<file path="config.mk">
export PLATFORM = sky130hd
export DESIGN_NAME = port_arbiter
export DESIGN_NICKNAME = d
export VERILOG_FILES = /design/src/source/arb_pkg.sv /design/src/source/grant_execute.sv /design/src/source/poll_decode.sv /design/src/source/port_arbiter.sv /design/src/source/result_register.sv
export SDC_FILE = /design/constraint.sdc
export NUM_CORES = 1
export LEC_CHECK = 0
export ABC_AREA = 1
export BUFFER_PORTS_ARGS = -buffer_cell sky130_fd_sc_hd__buf_2
export CAP_MARGIN = 10
export CORE_AREA = 2 2 415 417
export DETAILED_ROUTE_END_ITERATION = 10
export DIE_AREA = 0 0 417 419
export PLACE_DENSITY = 0.3
export SETUP_SLACK_MARGIN = 0.5
export SLEW_MARGIN = 20
export SYNTH_ARGS = -nofsm -noshare
export SYNTH_HDL_FRONTEND = slang
export SYNTH_HIERARCHICAL = 1
export SYNTH_SLANG_ARGS = --single-unit
</file>
<file path="constraint.sdc">
create_clock -name sys_clk -period 1.6 [get_ports sys_clk]
set_input_delay 0.24 -clock sys_clk [delete_from_list [all_inputs] [get_ports sys_clk]]
set_output_delay 0.24 -clock sys_clk [all_outputs]
set_load 0.005 [all_outputs]
</file>
<file path="src/source/arb_pkg.sv">
`default_nettype none

package arb_pkg;

	////////////////////////////////////////
	// widths
	////////////////////////////////////////

	localparam int port_id_w  = 4;  // 16 ports
	localparam int que_info_w = 30; // addr_start 14, len 12, pri 4
	localparam int rd_info_w  = 28;

	////////////////////////////////////////
	// vector types
	////////////////////////////////////////

	typedef logic [port_id_w-1:0] port_id_t;

	typedef logic [que_info_w-1:0] que_info_t;

	// port index on top of the ingress descriptor
	typedef logic [port_id_w+que_info_w-1:0] tagged_que_t;

	typedef logic [rd_info_w-1:0] rd_info_t;

	// [4] direction, 0 write 1 read; [3:0] port
	typedef logic [port_id_w:0] ctrl_flag_t;

	////////////////////////////////////////
	// poll sequencer phases
	////////////////////////////////////////

	typedef enum logic [1:0]
	{
		phase_poll  = 2'd0, // test one request bit
		phase_latch = 2'd1, // capture flag
		phase_hold  = 2'd2  // grant up until update done
	} poll_phase_t;

endpackage

`default_nettype wire

</file>
<file path="src/source/grant_execute.sv">
`timescale 1ns/1ps
`default_nettype none

module grant_execute
#(
	parameter int num_ports = 16
)
(
	input  arb_pkg::port_id_t                    cur_port,
	input  wire logic                            hold_wr,
	input  wire logic                            hold_rd,
	input  arb_pkg::que_info_t [num_ports-1:0]   port_que_info,
	input  arb_pkg::rd_info_t  [num_ports-1:0]   port_rd_info_in,
	output logic               [num_ports-1:0]   wr_req_done,
	output logic               [num_ports-1:0]   rd_req_done,
	output arb_pkg::tagged_que_t                 que_sel,
	output arb_pkg::rd_info_t                    rd_sel
);

	logic [num_ports-1:0] port_onehot;

	////////////////////////////////////////
	// grant decode
	////////////////////////////////////////

	// single bit walked up to the served port
	assign port_onehot = {{(num_ports - 1){1'b0}}, 1'b1} << cur_port;

	always_comb
	begin
		wr_req_done = '0;
		rd_req_done = '0;
		if (hold_wr)
			wr_req_done = port_onehot;
		if (hold_rd)
			rd_req_done = port_onehot;
	end

	////////////////////////////////////////
	// descriptor select
	////////////////////////////////////////

	assign que_sel = {cur_port, port_que_info[cur_port]}; // port tag above descriptor
	assign rd_sel  = port_rd_info_in[cur_port];

endmodule

`default_nettype wire

</file>
<file path="src/source/poll_decode.sv">
`timescale 1ns/1ps
`default_nettype none

module poll_decode
#(
	parameter int num_ports = 16
)
(
	input  wire logic                 sys_clk,
	input  wire logic                 sys_rst,
	input  wire logic [num_ports-1:0] wr_req_addr,
	input  wire logic [num_ports-1:0] rd_req_addr,
	input  wire logic                 port_wr_re,
	input  wire logic                 port_rd_re,
	output arb_pkg::port_id_t         cur_port,
	output logic                      cur_dir,
	output logic                      latch,
	output logic                      hold_wr,
	output logic                      hold_rd
);

	import arb_pkg::*;

	poll_phase_t phase;

	logic req_bit;   // request of the polled port
	logic done;      // update done for active direction
	logic last_port;
	logic step;      // move on to the next port

	assign req_bit   = cur_dir ? rd_req_addr[cur_port] : wr_req_addr[cur_port];
	assign done      = cur_dir ? port_rd_re : port_wr_re;
	assign last_port = (cur_port == port_id_t'(num_ports - 1));

	assign step = ((phase == phase_poll) && !req_bit) ||
		((phase == phase_hold) && done);

	////////////////////////////////////////
	// phase register
	////////////////////////////////////////

	always_ff @(posedge sys_clk)
	begin
		if (sys_rst)
			phase <= phase_poll;
		else
		begin
			case (phase)
				phase_poll:
				begin
					if (req_bit)
						phase <= phase_latch;
				end
				phase_latch:
					phase <= phase_hold;
				phase_hold:
				begin
					if (done)
						phase <= phase_poll;
				end
			endcase
		end
	end

	////////////////////////////////////////
	// port counter and direction
	////////////////////////////////////////

	always_ff @(posedge sys_clk)
	begin
		if (sys_rst)
		begin
			cur_port <= '0;
			cur_dir  <= 1'b0; // write side first
		end
		else if (step)
		begin
			if (last_port)
			begin
				cur_port <= '0;
				cur_dir  <= ~cur_dir; // write -> read -> write
			end
			else
				cur_port <= cur_port + 1'b1;
		end
	end

	assign latch   = (phase == phase_latch);
	assign hold_wr = (phase == phase_hold) && !cur_dir;
	assign hold_rd = (phase == phase_hold) && cur_dir;

endmodule

`default_nettype wire

</file>
<file path="src/source/port_arbiter.sv">
`timescale 1ns/1ps
`default_nettype none

module port_arbiter
#(
	parameter int num_ports = 16
)
(
	input  wire logic                            sys_clk,
	input  wire logic                            sys_rst,
	input  wire logic          [num_ports-1:0]   wr_req_addr,
	input  wire logic          [num_ports-1:0]   rd_req_addr,
	input  wire logic                            port_wr_re,
	input  wire logic                            port_rd_re,
	input  arb_pkg::que_info_t [num_ports-1:0]   port_que_info,
	input  arb_pkg::rd_info_t  [num_ports-1:0]   port_rd_info_in,
	output logic               [num_ports-1:0]   wr_req_done,
	output logic               [num_ports-1:0]   rd_req_done,
	output arb_pkg::tagged_que_t                 port_que_info_out,
	output arb_pkg::rd_info_t                    port_rd_info,
	output arb_pkg::ctrl_flag_t                  ctrl_flag
);

	import arb_pkg::*;

	port_id_t    cur_port;
	logic        cur_dir;
	logic        latch;
	logic        hold_wr;
	logic        hold_rd;
	tagged_que_t que_sel;
	rd_info_t    rd_sel;

	////////////////////////////////////////
	// poll, grant, register
	////////////////////////////////////////

	poll_decode #(
		.num_ports (num_ports)
	) u_poll_decode (
		.sys_clk     (sys_clk),
		.sys_rst     (sys_rst),
		.wr_req_addr (wr_req_addr),
		.rd_req_addr (rd_req_addr),
		.port_wr_re  (port_wr_re),
		.port_rd_re  (port_rd_re),
		.cur_port    (cur_port),
		.cur_dir     (cur_dir),
		.latch       (latch),
		.hold_wr     (hold_wr),
		.hold_rd     (hold_rd)
	);

	grant_execute #(
		.num_ports (num_ports)
	) u_grant_execute (
		.cur_port        (cur_port),
		.hold_wr         (hold_wr),
		.hold_rd         (hold_rd),
		.port_que_info   (port_que_info),
		.port_rd_info_in (port_rd_info_in),
		.wr_req_done     (wr_req_done),
		.rd_req_done     (rd_req_done),
		.que_sel         (que_sel),
		.rd_sel          (rd_sel)
	);

	result_register u_result_register (
		.sys_clk           (sys_clk),
		.sys_rst           (sys_rst),
		.latch             (latch),
		.hold_wr           (hold_wr),
		.hold_rd           (hold_rd),
		.cur_port          (cur_port),
		.cur_dir           (cur_dir),
		.que_sel           (que_sel),
		.rd_sel            (rd_sel),
		.port_que_info_out (port_que_info_out),
		.port_rd_info      (port_rd_info),
		.ctrl_flag         (ctrl_flag)
	);

endmodule

`default_nettype wire

</file>
<file path="src/source/result_register.sv">
`timescale 1ns/1ps
`default_nettype none

module result_register
(
	input  wire logic           sys_clk,
	input  wire logic           sys_rst,
	input  wire logic           latch,
	input  wire logic           hold_wr,
	input  wire logic           hold_rd,
	input  arb_pkg::port_id_t   cur_port,
	input  wire logic           cur_dir,
	input  arb_pkg::tagged_que_t que_sel,
	input  arb_pkg::rd_info_t   rd_sel,
	output arb_pkg::tagged_que_t port_que_info_out,
	output arb_pkg::rd_info_t   port_rd_info,
	output arb_pkg::ctrl_flag_t ctrl_flag
);

	// direction and port of the access in progress
	always_ff @(posedge sys_clk)
	begin
		if (sys_rst)
			ctrl_flag <= '0;
		else if (latch)
			ctrl_flag <= {cur_dir, cur_port};
	end

	////////////////////////////////////////
	// arbitration results to memory ctrl
	////////////////////////////////////////

	always_ff @(posedge sys_clk)
	begin
		if (sys_rst)
			port_que_info_out <= '0;
		else if (hold_wr)
			port_que_info_out <= que_sel; // reloads every hold cycle
	end

	always_ff @(posedge sys_clk)
	begin
		if (sys_rst)
			port_rd_info <= '0;
		else if (hold_rd)
			port_rd_info <= rd_sel;
	end

endmodule

`default_nettype wire

</file>
==> impl_metrics.env <==
export IMPL_setup_viol=97
export IMPL_ys_top_cells_by_area="nand2_1, nand3_1, dfxtp_1, nor2_1, buf_2"
export IMPL_clock_sinks=74
export IMPL_cp_num_cells=7
export IMPL_synth_top_family_by_area="simple AND/OR/NAND/NOR gates"
export IMPL_final_max_slew_viol_count=0
export IMPL_critPathSlowestCell="dfxtp_4"
export IMPL_finalHoldViolCount=0
export IMPL_syn_area_sq_um=13800
export IMPL_dp_cells=6456
export IMPL_fin_crit_sh_pct=128
export IMPL_cp_max_fo=4
export IMPL_synth_mux_area_share_pct=0.0724
export IMPL_crit_family="buffers and inverters"
export IMPL_setup_ws_ns=-0.443
export IMPL_crit_arrival_ns=1.80
export IMPL_clk_pin_slew_ns=0.07
export IMPL_drcViolationCount=0
export IMPL_fmax_mhz=489
export IMPL_ir_drop_uv=526
export IMPL_die_w_um=417
export IMPL_tritoncts="done"
export IMPL_cpMostUsedCell="buf_12"
export IMPL_start_util_pct=8.10
export IMPL_grt_max_degree=43
export IMPL_final_util_pct=16.0
export IMPL_synth_common_cells="nand2_1, nand3_1, nor2_1, inv_1, buf_2"
export IMPL_ys_ff_latch=74
export IMPL_endpoint_kind="primary output"
export IMPL_rows=152
export IMPL_dr_pass1_iters=6
export IMPL_clock_skew_ns=0.0257
export IMPL_syn_nets=4042
export IMPL_synth_compound_area_share_pct=1.05
export IMPL_cts_inserted_buffers=9
export IMPL_num_vias=24100
export IMPL_leakage_nw=15.0
export IMPL_io_pins=1063
export IMPL_drive_above_1_share_pct=40.3
export IMPL_hpwl_mm=125
export IMPL_die_h_um=419
export IMPL_die_area_sq_um=175000
export IMPL_track_usage_pct=16.5
export IMPL_numPortBuffers=1062
export IMPL_synthAdderAreaFrac_pct=0.453
export IMPL_synth_area_leader_cell="nand2_1"
export IMPL_yosysMostFrequentCell="nand2_1"
export IMPL_ant_nets=0
export IMPL_cts_root_buf="clkbuf_16"
export IMPL_grt_pass1_wl_mm=198
export IMPL_syn_area_per_cell_sq_um=4.50
export IMPL_path_buf_inv=4
export IMPL_yosys_area_top_type_share_pct=55.3
export IMPL_coreArea_sq_um=171000
export IMPL_clk_latency_ns=0.44
export IMPL_clock_path_buffers=2
export IMPL_violations="setup timing"
export IMPL_dominantRegCellSynth="dfxtp_1"
export IMPL_grt_overflow=0
export IMPL_hold_buffers=0
export IMPL_rsz0062_at_grt="yes"
export IMPL_synthDistinctLibCells=27
export IMPL_r2r_cells=14
export IMPL_slowest_delay_ns=0.37
export IMPL_required_ns=1.36
export IMPL_p_per_area_nw_per_um2=1270
export IMPL_h_tree_depth=3
export IMPL_fin_crit_ns=2.04
export IMPL_routed_wl_mm=153
export IMPL_path_cells="buf_12 > buf_16 > nor2_4 > buf_12 > nand3_4 > nor2_2 > buf_2"
export IMPL_synthArstFlopShare_pct=0
export IMPL_synthCells=3073
export IMPL_syn2layout_area_growth_pct=97.2
export IMPL_synth_xor_xnor_area_share_pct=0.0634
export IMPL_instances_no_fill=6591
export IMPL_worstSetupPathType="flip-flop to primary output"
export IMPL_synth_edff_count=0
export IMPL_drv_cap=0
export IMPL_antenna_found_initial=63
export IMPL_hold_path_class="input port to flip-flop"
export IMPL_slew_headroom_pct=68.4
export IMPL_drt_iter0_markers=1585
export IMPL_grt_pass1_vias=24100
export IMPL_place_ws_ns=-0.575
export IMPL_hold_depth=4
export IMPL_yosysSeqAreaShare_pct=10.7
export IMPL_ys_warn_count=6
export IMPL_place_gp_congestion=0.928
export IMPL_yosys_area_share_simple_pct=74.9
export IMPL_layout_nets=5306
export IMPL_status="complete, but fails checks"
export IMPL_avgViaCountPerCell=3.66
export IMPL_cp_start_kind="flip-flop"
export IMPL_wl_per_cell_um=23.3
export IMPL_tightest_slew_ns=0.473
export IMPL_fillCellCount=20300
## cells in the final DEF, fill, tap and decap left out, drive strengths merged
cell type / synthesis / layout
nor2: 181 / 181
nand3: 388 / 388
a21o: 1 / 1
clkinvlp: 0 / 2
clkinv: 0 / 3
diode: 0 / 16
dfxtp: 74 / 74
nor4: 4 / 4
ha: 5 / 5
inv: 121 / 123
mux2i: 1 / 1
clkbuf: 22 / 20
a21oi: 21 / 21
a22oi: 1 / 1
xor2: 1 / 1
o21ai: 5 / 5
nand2: 2043 / 2043
buf: 204 / 1463
or2: 1 / 1
bufbuf: 0 / 5
## path summary, 6_finish.rpt
check,from,endpoint,slack [ns]
min,sys_rst,u_poll_decode/cur_port[1],0.27
max reg2reg,u_poll_decode/cur_port[0],u_result_register/port_que_info_out[15],-0.37
max,u_poll_decode/cur_port[0],rd_req_done[2],-0.44
min reg2reg,u_result_register/port_rd_info[2],u_result_register/port_rd_info[2],0.47
## kinds of logic after synthesis
kind of cell | after synthesis
AO/OA/AOI/OAI | 28
XOR/XNOR | 1
adder cells (fa/ha/maj) | 5
buffers and inverters | 347
flip-flops | 74
multiplexers | 1
AND/OR/NAND/NOR | 2617
## layer usage
metal | up-vias | global-route usage, % | wire (um)
met1 | 11200 | 21.5 | 68500
li1 | 11900 | - | -
met4 | 18 | 4.02 | 3660
met5 | - | 0 | 115
met2 | 789 | 28.7 | 74500
met3 | 165 | 2.13 | 6530
## power by group
| part | leakage [nW] | switching (mW) | internal (mW) |
|---|---|---|---|
| clock | 0.129 | 1.28 | 1.06 |
| sequential | 0.606 | 0.383 | 2.21 |
| combinational | 14.3 | 17.6 | 12.1 |
## registers in the layout, indices dropped and copies added, names as in the netlist
name,cells
u_poll_decode/cur_dir,1
u_poll_decode/cur_port,4
u_poll_decode/phase,2
u_result_register/ctrl_flag,5
u_result_register/port_que_info_out,34
u_result_register/port_rd_info,28
## layout make-up
cell class / count / area [sq um] / area share [%]
Clock buffer: 10 / 229 / 0.840
Clock inverter: 6 / 42.5 / 0.156
Multi-Input combinational cell: 2652 / 11700 / 43.1
Inverter: 121 / 566 / 2.08
Tap cell: 2233 / 2790 / 10.3
Timing Repair inverter: 1 / 8.76 / 0.0321
Antenna cell: 16 / 40.0 / 0.147
Timing Repair Buffer: 1478 / 10300 / 37.9
Sequential cell: 74 / 1500 / 5.51
## worst min-delay path: cells and delay by family
kind                   cells  cell delay [ns]
AND/OR/NAND/NOR            1             0.04
AO/OA/AOI/OAI              1             0.08
buffers and inverters      2             0.29
## timing repair
action	4_1_cts	5_1_grt
pin swaps	30	53
gates cloned	14	10
gates resized for setup	242	186
endpoints found under the setup margin	173	173
endpoints found under the hold margin	0	0
buffers inserted	49	30
## stage by stage
stage               hold WS (ns)  TNS, ns  total power, mW  instance area (sq um)
detailed placement         0.460   -28.31             27.2                  23900
CTS                        0.191   -38.43             33.3                  26000
floorplan                  0.440        0             15.2                  14100
finish                     0.270   -32.03             34.6                  27300
global route               0.241   -45.91             37.7                  27200
global placement           0.456   -28.26             27.4                  23900
(Power assumes the default switching activity.)
